===== config.mk =====
export PLATFORM = sky130hd
export DESIGN_NAME = psram_subsystem
export DESIGN_NICKNAME = d
export VERILOG_FILES = /design/src/common/bus_pkg.sv /design/src/common/psram_pkg.sv /design/src/source/burst_fifo.sv /design/src/source/bus_request_decoder.sv /design/src/psram_ctrl/psram_sequencer.sv /design/src/source/read_result_collector.sv /design/src/source/psram_subsystem.sv
export VERILOG_INCLUDE_DIRS = /design/src /design/src/common
export SDC_FILE = /design/constraint.sdc
export NUM_CORES = 1
export LEC_CHECK = 0
export CAP_MARGIN = 20
export CORE_UTILIZATION = 60
export CTS_CLUSTER_DIAMETER = 60
export DETAILED_ROUTE_END_ITERATION = 12
export DONT_BUFFER_PORTS = 1
export PLACE_DENSITY = 0.76
export SLEW_MARGIN = 15
export SYNTH_ARGS = -nofsm -noshare
export SYNTH_HDL_FRONTEND = slang
export SYNTH_SLANG_ARGS = --single-unit
export TNS_END_PERCENT = 50

===== constraint.sdc =====
create_clock -name clk50MHz -period 4.1 [get_ports clk50MHz]
set_clock_uncertainty 0.15 [all_clocks]
set_input_delay 0.41 -clock clk50MHz [delete_from_list [all_inputs] [get_ports clk50MHz]]
set_output_delay 0.41 -clock clk50MHz [all_outputs]
set_load 0.01 [all_outputs]

===== src/common/psram_settings.svh =====
`ifndef PSRAM_SETTINGS_SVH
`define PSRAM_SETTINGS_SVH

// Memory geometry
`define PSRAM_ADDR_WIDTH 16
`define PSRAM_DATA_WIDTH 16

// Host address window, upper bits compared against the base
`define PSRAM_WINDOW_BASE 16'hC000
`define PSRAM_WINDOW_BITS 14

// Default variable latency of the cellular RAM
`define PSRAM_RW_LATENCY 4

// Burst limit and buffering
`define PSRAM_MAX_BURST 16
`define PSRAM_QUEUE_DEPTH 16

`endif


===== src/common/bus_pkg.sv =====
`default_nettype none

package bus_pkg;

`include "psram_settings.svh"

    // Length fields hold burst length minus one
    localparam int LEN_WIDTH = $clog2(`PSRAM_MAX_BURST);

    // Host request, one strobe per burst
    typedef struct packed {
        logic [`PSRAM_ADDR_WIDTH-1:0] addr;
        logic                         write;
        logic [LEN_WIDTH-1:0]         len_m1;
    } bus_req_t;

    typedef struct packed {
        logic [`PSRAM_DATA_WIDTH-1:0] data;
    } wr_beat_t;

    typedef struct packed {
        logic [`PSRAM_DATA_WIDTH-1:0] data;
        logic                         last;
    } rd_beat_t;

    // Admitted command, addr is a word offset inside the window
    typedef struct packed {
        logic [`PSRAM_ADDR_WIDTH-1:0] addr;
        logic                         write;
        logic [LEN_WIDTH-1:0]         len_m1;
    } psram_cmd_t;

endpackage

`default_nettype wire


===== src/common/psram_pkg.sv =====
`default_nettype none

package psram_pkg;

`include "psram_settings.svh"

    // Control pins toward the cellular RAM, mostly active low
    typedef struct packed {
        logic                         ce_n;
        logic                         adv_n;
        logic                         oe_n;
        logic                         we_n;
        logic                         cre;
        logic                         ub_n;
        logic                         lb_n;
        logic                         clk_en;
        logic [`PSRAM_ADDR_WIDTH-1:0] addr;
    } psram_pins_t;

    // Deselected memory, no clock
    localparam psram_pins_t PINS_IDLE = '{
        ce_n: 1'b1,
        adv_n: 1'b1,
        oe_n: 1'b1,
        we_n: 1'b1,
        cre: 1'b0,
        ub_n: 1'b1,
        lb_n: 1'b1,
        clk_en: 1'b0,
        addr: '0
    };

    typedef enum logic [2:0] {
        IDLE,
        READ_ADDR,
        READ_WAIT,
        READ_DATA,
        WRITE_ADDR,
        WRITE_WAIT,
        WRITE_DATA
    } seq_state_t;

endpackage

`default_nettype wire


===== src/source/burst_fifo.sv =====
`timescale 1ns/100ps
`default_nettype none

module burst_fifo #(
    parameter type item_t = logic,
    parameter int DEPTH = 16
) (
    input  wire                      clk50MHz,
    input  wire                      reset,
    input  wire                      push,
    input  wire item_t               push_item,
    input  wire                      pop,
    output item_t                    pop_item,
    output logic [$clog2(DEPTH):0]   level,
    output logic                     empty
);

    localparam int PW = $clog2(DEPTH);

    item_t mem [DEPTH];

    logic [PW-1:0] wr_ptr;
    logic [PW-1:0] rd_ptr;
    logic          do_push;
    logic          do_pop;

    // Drop pushes when full, ignore pops when empty
    assign do_push = push && (level != (PW+1)'(DEPTH));
    assign do_pop  = pop && !empty;

    always_ff @(posedge clk50MHz) begin
        if (do_push) begin
            mem[wr_ptr] <= push_item;
        end
    end

    always_ff @(posedge clk50MHz) begin
        if (reset) begin
            wr_ptr <= '0;
            rd_ptr <= '0;
            level  <= '0;
        end else begin
            if (do_push) begin
                wr_ptr <= wr_ptr + 1'b1;
            end
            if (do_pop) begin
                rd_ptr <= rd_ptr + 1'b1;
            end
            level <= level + {{PW{1'b0}}, do_push} - {{PW{1'b0}}, do_pop};
        end
    end

    // Head of queue is visible before the pop
    assign pop_item = mem[rd_ptr];
    assign empty    = (level == '0);

endmodule

`default_nettype wire


===== src/source/bus_request_decoder.sv =====
`timescale 1ns/100ps
`default_nettype none

`include "psram_settings.svh"

module bus_request_decoder (
    input  wire                                    clk50MHz,
    input  wire                                    reset,
    input  wire                                    req_valid,
    input  wire bus_pkg::bus_req_t                 req,
    input  wire [$clog2(`PSRAM_QUEUE_DEPTH):0]     wq_level,
    input  wire                                    busy,
    output logic                                   req_accept,
    output logic                                   req_reject,
    output logic                                   cmd_valid,
    output bus_pkg::psram_cmd_t                    cmd
);

    localparam int AW = `PSRAM_ADDR_WIDTH;
    localparam int WB = `PSRAM_WINDOW_BITS;
    localparam int LW = $clog2(`PSRAM_QUEUE_DEPTH) + 1;
    localparam logic [AW-1:0] WINDOW_BASE = `PSRAM_WINDOW_BASE;

    logic          in_window;
    logic          blocked;
    logic          short_queue;
    logic          admit;
    logic [LW-1:0] beats_needed;

    assign in_window = (req.addr[AW-1:WB] == WINDOW_BASE[AW-1:WB]);

    // A command issued last cycle has not yet raised busy
    assign blocked = busy || cmd_valid;

    // All write data must already sit in the queue
    assign beats_needed = LW'(req.len_m1) + LW'(1);
    assign short_queue  = req.write && (wq_level < beats_needed);

    assign admit = in_window && !blocked && !short_queue;

    always_ff @(posedge clk50MHz) begin
        if (reset) begin
            req_accept <= 1'b0;
            req_reject <= 1'b0;
        end else begin
            req_accept <= req_valid && admit;
            req_reject <= req_valid && !admit;
        end
    end

    always_ff @(posedge clk50MHz) begin
        if (req_valid) begin
            cmd.addr   <= {{(AW-WB){1'b0}}, req.addr[WB-1:0]};
            cmd.write  <= req.write;
            cmd.len_m1 <= req.len_m1;
        end
    end

    // Accepted command goes to the sequencer in the same cycle as the ack
    assign cmd_valid = req_accept;

endmodule

`default_nettype wire


===== src/psram_ctrl/psram_sequencer.sv =====
`timescale 1ns/100ps
`default_nettype none

`include "psram_settings.svh"

module psram_sequencer (
    input  wire                               clk50MHz,
    input  wire                               reset,
    input  wire                               cmd_valid,
    input  wire bus_pkg::psram_cmd_t          cmd,
    input  wire [`PSRAM_DATA_WIDTH-1:0]       mdata_in,
    input  wire                               mwait,
    input  wire bus_pkg::wr_beat_t            wq_data,
    output logic                              wq_pop,
    output psram_pkg::psram_pins_t            pins,
    output logic [`PSRAM_DATA_WIDTH-1:0]      mdata_out,
    output logic                              mdata_oe,
    output logic                              busy,
    output logic                              rd_capture,
    output logic [`PSRAM_DATA_WIDTH-1:0]      rd_data,
    output logic                              rd_done
);

    localparam int LAT = `PSRAM_RW_LATENCY;
    localparam int LCW = (LAT > 1) ? $clog2(LAT) : 1;

    psram_pkg::seq_state_t state;
    psram_pkg::seq_state_t state_next;

    logic [LCW-1:0]                   lat_cnt;
    logic [bus_pkg::LEN_WIDTH-1:0]    beat_cnt;
    logic [`PSRAM_ADDR_WIDTH-1:0]     addr;

    logic in_wait;
    logic in_data;
    logic lat_done;
    logic beat_ok;
    logic last_beat;

    assign in_wait   = (state == psram_pkg::READ_WAIT) || (state == psram_pkg::WRITE_WAIT);
    assign in_data   = (state == psram_pkg::READ_DATA) || (state == psram_pkg::WRITE_DATA);
    assign lat_done  = (lat_cnt == LCW'(LAT - 1));
    // mwait stretches the current beat by one cycle
    assign beat_ok   = in_data && !mwait;
    assign last_beat = (beat_cnt == '0);

    always_comb begin
        state_next = state;
        case (state)
            psram_pkg::IDLE: begin
                if (cmd_valid) begin
                    state_next = cmd.write ? psram_pkg::WRITE_ADDR : psram_pkg::READ_ADDR;
                end
            end
            psram_pkg::READ_ADDR:  state_next = psram_pkg::READ_WAIT;
            psram_pkg::WRITE_ADDR: state_next = psram_pkg::WRITE_WAIT;
            psram_pkg::READ_WAIT: begin
                if (lat_done) begin
                    state_next = psram_pkg::READ_DATA;
                end
            end
            psram_pkg::WRITE_WAIT: begin
                if (lat_done) begin
                    state_next = psram_pkg::WRITE_DATA;
                end
            end
            psram_pkg::READ_DATA,
            psram_pkg::WRITE_DATA: begin
                if (beat_ok && last_beat) begin
                    state_next = psram_pkg::IDLE;
                end
            end
            default: state_next = psram_pkg::IDLE;
        endcase
    end

    always_ff @(posedge clk50MHz) begin
        if (reset) begin
            state    <= psram_pkg::IDLE;
            lat_cnt  <= '0;
            beat_cnt <= '0;
        end else begin
            state <= state_next;
            if (in_wait) begin
                lat_cnt <= lat_cnt + 1'b1;
            end else begin
                lat_cnt <= '0;
            end
            if (state == psram_pkg::IDLE && cmd_valid) begin
                beat_cnt <= cmd.len_m1;
            end else if (beat_ok) begin
                beat_cnt <= beat_cnt - 1'b1;
            end
        end
    end

    // Word address, advanced after every completed beat
    always_ff @(posedge clk50MHz) begin
        if (state == psram_pkg::IDLE && cmd_valid) begin
            addr <= cmd.addr;
        end else if (beat_ok) begin
            addr <= addr + 1'b1;
        end
    end

    // Pin decode
    always_comb begin
        pins      = psram_pkg::PINS_IDLE;
        pins.addr = addr;
        if (state != psram_pkg::IDLE) begin
            pins.ce_n   = 1'b0;
            pins.clk_en = 1'b1;
        end
        case (state)
            psram_pkg::READ_ADDR:  pins.adv_n = 1'b0;
            psram_pkg::WRITE_ADDR: begin
                pins.adv_n = 1'b0;
                pins.we_n  = 1'b0;
            end
            psram_pkg::READ_DATA:  pins.oe_n = 1'b0;
            default: ;
        endcase
    end

    // Write beats come straight from the queue head
    assign mdata_out = wq_data.data;
    assign mdata_oe  = (state == psram_pkg::WRITE_DATA);
    assign wq_pop    = beat_ok && (state == psram_pkg::WRITE_DATA);

    assign rd_capture = beat_ok && (state == psram_pkg::READ_DATA);
    assign rd_data    = mdata_in;
    assign rd_done    = rd_capture && last_beat;

    assign busy = (state != psram_pkg::IDLE);

endmodule

`default_nettype wire


===== src/source/read_result_collector.sv =====
`timescale 1ns/100ps
`default_nettype none

`include "psram_settings.svh"

module read_result_collector (
    input  wire                           clk50MHz,
    input  wire                           reset,
    input  wire                           rd_capture,
    input  wire [`PSRAM_DATA_WIDTH-1:0]   rd_data,
    input  wire                           rd_done,
    output logic                          rsp_valid,
    output bus_pkg::rd_beat_t             rsp
);

    bus_pkg::rd_beat_t cap_item;
    logic              draining;
    logic              buf_empty;
    logic              buf_pop;

    // Final captured word carries the last tag
    assign cap_item.data = rd_data;
    assign cap_item.last = rd_done;

    burst_fifo #(
        .item_t (bus_pkg::rd_beat_t),
        .DEPTH  (`PSRAM_QUEUE_DEPTH)
    ) rd_buf (
        .clk50MHz  (clk50MHz),
        .reset     (reset),
        .push      (rd_capture),
        .push_item (cap_item),
        .pop       (buf_pop),
        .pop_item  (rsp),
        .level     (),
        .empty     (buf_empty)
    );

    assign buf_pop   = draining && !buf_empty;
    assign rsp_valid = buf_pop;

    // Release starts only once the whole burst is buffered
    always_ff @(posedge clk50MHz) begin
        if (reset) begin
            draining <= 1'b0;
        end else if (rd_done) begin
            draining <= 1'b1;
        end else if (buf_pop && rsp.last) begin
            draining <= 1'b0;
        end
    end

endmodule

`default_nettype wire


===== src/source/psram_subsystem.sv =====
`timescale 1ns/100ps
`default_nettype none

`include "psram_settings.svh"

module psram_subsystem (
    input  wire                           clk50MHz,
    input  wire                           reset,
    input  wire                           req_valid,
    input  wire bus_pkg::bus_req_t        req,
    input  wire                           wdata_valid,
    input  wire bus_pkg::wr_beat_t        wdata,
    output logic                          req_accept,
    output logic                          req_reject,
    output logic                          busy,
    output logic                          rsp_valid,
    output bus_pkg::rd_beat_t             rsp,
    output psram_pkg::psram_pins_t        pins,
    output logic [`PSRAM_DATA_WIDTH-1:0]  mdata_out,
    output logic                          mdata_oe,
    input  wire [`PSRAM_DATA_WIDTH-1:0]   mdata_in,
    input  wire                           mwait
);

    logic [$clog2(`PSRAM_QUEUE_DEPTH):0] wq_level;
    bus_pkg::wr_beat_t                   wq_data;
    logic                                wq_pop;
    logic                                cmd_valid;
    bus_pkg::psram_cmd_t                 cmd;
    logic                                rd_capture;
    logic [`PSRAM_DATA_WIDTH-1:0]        rd_data;
    logic                                rd_done;

    bus_request_decoder decoder (
        .clk50MHz   (clk50MHz),
        .reset      (reset),
        .req_valid  (req_valid),
        .req        (req),
        .wq_level   (wq_level),
        .busy       (busy),
        .req_accept (req_accept),
        .req_reject (req_reject),
        .cmd_valid  (cmd_valid),
        .cmd        (cmd)
    );

    // Host write words wait here until their command runs
    burst_fifo #(
        .item_t (bus_pkg::wr_beat_t),
        .DEPTH  (`PSRAM_QUEUE_DEPTH)
    ) write_queue (
        .clk50MHz  (clk50MHz),
        .reset     (reset),
        .push      (wdata_valid),
        .push_item (wdata),
        .pop       (wq_pop),
        .pop_item  (wq_data),
        .level     (wq_level),
        .empty     ()
    );

    psram_sequencer sequencer (
        .clk50MHz   (clk50MHz),
        .reset      (reset),
        .cmd_valid  (cmd_valid),
        .cmd        (cmd),
        .mdata_in   (mdata_in),
        .mwait      (mwait),
        .wq_data    (wq_data),
        .wq_pop     (wq_pop),
        .pins       (pins),
        .mdata_out  (mdata_out),
        .mdata_oe   (mdata_oe),
        .busy       (busy),
        .rd_capture (rd_capture),
        .rd_data    (rd_data),
        .rd_done    (rd_done)
    );

    read_result_collector collector (
        .clk50MHz   (clk50MHz),
        .reset      (reset),
        .rd_capture (rd_capture),
        .rd_data    (rd_data),
        .rd_done    (rd_done),
        .rsp_valid  (rsp_valid),
        .rsp        (rsp)
    );

endmodule

`default_nettype wire


==> flow_summary.yaml <==
min_path:
  hp-class: "primary input to flop"
sta:
  slew_headroom_pct: 22.5
  maxSlewViolCount: 0
  fmax_mhz: 308
  worstMarginPinSlew_ns: 1.16
  fin_crit_sh_pct: 79.2
  hold_viol: 0
  rsz0062_at_grt: "no"
  setup_viol: 0
  final.setup.tns_ns: 0
  min_period_ns: 3.25
power:
  powerDensity_mw_per_mm2: 464
  swShare_pct: 21.0
  peakVddDrop_mv: 0.384
  power.internal_mw: 9.95
  p_clk_share_pct: 40.5
  pwr-share-comb_pct: 4.2
  p_seq_share_pct: 55.3
  p_leak_nw: 8.56
  power.switching_mw: 2.65
detailed_routing:
  wire_per_inst_um: 25.9
  route.detailed.drc: 0
  drtIter0Drc: 1088
  drtPass1Iterations: 5
  vias: 11600
  postRouteAntennaNets: 0
  wl_um: 47800
  via_per_inst: 6.25
critical_path:
  setup.worst_path.class: "flop to output port"
  endpoint: "mdata_out[5]"
  reg2reg_slack_ns: 0.88
  rr_endpoint: "collector.rd_buf.level[4]$_SDFF_PP0_"
  startpoint_type: "flop"
  worst_ep_required_time_ns: 3.54
  end_kind: "output port"
  reg2reg_from: "sequencer.state[0]$_SDFFE_PP0P_"
  r2r_cells: 12
  cp_max_fo: 41
  crit_arrival_ns: 2.69
global_route:
  grtUsageTotal_pct: 24.7
  grt_pass1_wl_um: 73500
  grt_max_degree: 69
  first_global_vias: 12000
  grt-ovfl-total: 0
  grt_antenna_before_repair: 0
placed_design:
  place_congestion: 0.780
  dpl-instance-area_mm2: 0.0248
  dpl.hpwl_um: 26200
  io_buffer_count: 0
synthesis:
  synth_top_cell_by_area: "edfxtp_1"
  syn_inst: 1177
  synth_seq_area_share_pct: 74.5
  ys_warn_count: 0
  synth_ff_type: "edfxtp_1"
  synthesis.area_mm2: 0.0239
  yosysTopAreaCellShare_pct: 70.7
  yosysMostFrequentCell: "edfxtp_1"
  synth-edff-count: 563
  yosysUniqueCellTypes: 45
  synth_commonest_cells: "563 x edfxtp_1, 164 x mux4_2, 78 x nor2_1"
  synth_area_per_cell_um2: 20.3
  ys_ff_latch: 609
  synth.area.top_cells: "edfxtp_1 71%, mux4_2 15%, dfxtp_1 3.8%"
  synthArstFlopShare_pct: 0
outcome:
  status: "completed"
clock_network:
  root_buffer: "clkbuf_16"
  postCtsSetupBuffers: 0
  cts-buffers-inserted: 58
  cts_buffer_depth: 3
  cts.sinks: 609
  cts-htree-levels: 2
  cts_tree: "yes"
  clkTransAtPathRegs_ns: 0.06
  insertion_delay_ns: 0.62
die:
  dieArea_mm2: 0.0407
  ios: 120
  die-height_um: 202
  die_w_um: 202
  rows: 72
  floorplan.initialDensity_pct: 61.3
  core_mm2: 0.0390
cells_and_area:
  synthToLayoutAreaGrowth_pct: 13.6
  drive_gt1_share_pct: 25.5
  stdcell_area_mm2: 0.0272
  final_net_count: 1374
  n_antenna_cell: 0
run:
  cap_viol_max_count: 0
-- worst max-delay path, stage by stage (launching register included) --
cell and delay [ns]:
dfxtp_2 0.76, buf_12 0.35, mux4_2 0.36, mux4_2 0.56
-- logic make-up (layout without fill, tap and decap cells) --
group / after synthesis / count (layout) / synth area share (%)
AO/OA/AOI/OAI: 53 / 53 / 1.39
XOR/XNOR: 37 / 37 / 1.35
adder cells (fa/ha/maj): 31 / 31 / 1.68
buffers and inverters: 84 / 237 / 1.72
flip-flops: 609 / 609 / 74.5
multiplexers: 168 / 168 / 15.6
other: 2 / 3 / 0.0314
AND/OR/NAND/NOR: 193 / 193 / 3.71
-- power groups by stage --
stage	logic (mW)	clock network (mW)	registers, mW
final	0.532	5.10	6.96
after detailed placement	0.410	0	7.10
after global routing	0.591	5.40	6.97
after floorplan	0.318	0	7.08
after global placement	0.405	0	7.09
after CTS	0.535	5.20	6.96
-- metrics by stage --
stage	std cells	total power [mW]	hold WS (ns)	utilization, %	setup WS [ns]
final	1849	12.6	0.0315	69.7	0.854
after global routing	1849	13.0	0.0788	69.7	0.531
after CTS	1849	12.7	0.00358	69.7	0.804
after detailed placement	1685	7.51	0.272	63.5	0.885
after global placement	1685	7.49	0.263	63.5	0.946
after floorplan	1178	7.40	0.258	-	1.01
-- sequential cells by signal (all words and copies together), names as in the netlist, named ones only --
signal                   count
collector.draining           1
collector.rd_buf.level       5
collector.rd_buf.mem       272
collector.rd_buf.rd_ptr      4
collector.rd_buf.wr_ptr      4
decoder.cmd                 19
decoder.cmd_valid            1
decoder.req_reject           1
sequencer.addr              16
sequencer.beat_cnt           4
sequencer.lat_cnt            2
sequencer.state              3
write_queue.level            5
write_queue.mem            256
write_queue.rd_ptr           4
write_queue.wr_ptr           4
-- cell type report --
class,count,area [µm²]
Inverter,26,97.6
Tap cell,518,648
Clock buffer,72,1530
Fill cell,2285,11800
Clock inverter,34,273
Multi-Input combinational cell,485,5800
Timing Repair Buffer,105,993
Sequential cell,609,17800
-- layout by cell type, fill, tap and decap left out, types with 3 or more instances in the layout --
| cell | count |
|---|---|
| a211oi_1 | 8 |
| ha_1 | 29 |
| nor2_1 | 53 |
| nor2b_1 | 7 |
| nor3_2 | 9 |
| nor3_1 | 6 |
| or3_1 | 5 |
| xor2_1 | 21 |
| nand2_1 | 48 |
| clkinv_1 | 8 |
| mux4_2 | 164 |
| nand4_1 | 6 |
| dlygate4sd3_1 | 57 |
| inv_1 | 25 |
| clkinv_2 | 16 |
| bufinv_16 | 3 |
| o21ai_1 | 5 |
| dfxtp_1 | 42 |
| xnor2_1 | 16 |
| a21oi_1 | 18 |
| conb_1 | 3 |
| o21ai_0 | 13 |
| buf_12 | 5 |
| nand2b_1 | 12 |
| clkbuf_1 | 13 |
| mux2i_1 | 4 |
| edfxtp_1 | 563 |
| nor2_2 | 25 |
| clkbuf_16 | 59 |
| nand3_1 | 10 |
| buf_4 | 43 |
-- routing by layer --
| metal | GRT usage (%) | share of wire (%) | wire, µm |
|---|---|---|---|
| met5 | 0 | 0 | 0 |
| met2 | 38.7 | 49 | 23400 |
| met4 | 7.41 | 2.4 | 1170 |
| met1 | 35.3 | 41 | 19500 |
| met3 | 5.34 | 7.8 | 3750 |
-- how the worst min path moves through the flow --
stage / startpoint / cells past startpoint / endpoint / slack, ns
2_1_floorplan: sequencer.lat_cnt[0]$_SDFF_PP0_ / 1 / sequencer.lat_cnt[0]$_SDFF_PP0_ / 0.26
3_3_place_gp: sequencer.lat_cnt[0]$_SDFF_PP0_ / 1 / sequencer.lat_cnt[0]$_SDFF_PP0_ / 0.26
3_5_place_dp: sequencer.lat_cnt[0]$_SDFF_PP0_ / 1 / sequencer.lat_cnt[0]$_SDFF_PP0_ / 0.27
4_1_cts: wdata_valid / 4 / write_queue.wr_ptr[0]$_SDFFE_PP0N_ / 0.004
5_1_grt: wdata_valid / 4 / write_queue.wr_ptr[0]$_SDFFE_PP0N_ / 0.08
6_report: wdata_valid / 4 / write_queue.wr_ptr[0]$_SDFFE_PP0N_ / 0.03
-- repair_timing --
| item | 4_1_cts | 5_1_grt |
|---|---|---|
| resized for setup | 0 | 0 |
| hold buffers | 58 | 0 |
| hold endpoints to repair | 596 | 0 |
(Power assumes the default switching activity.)
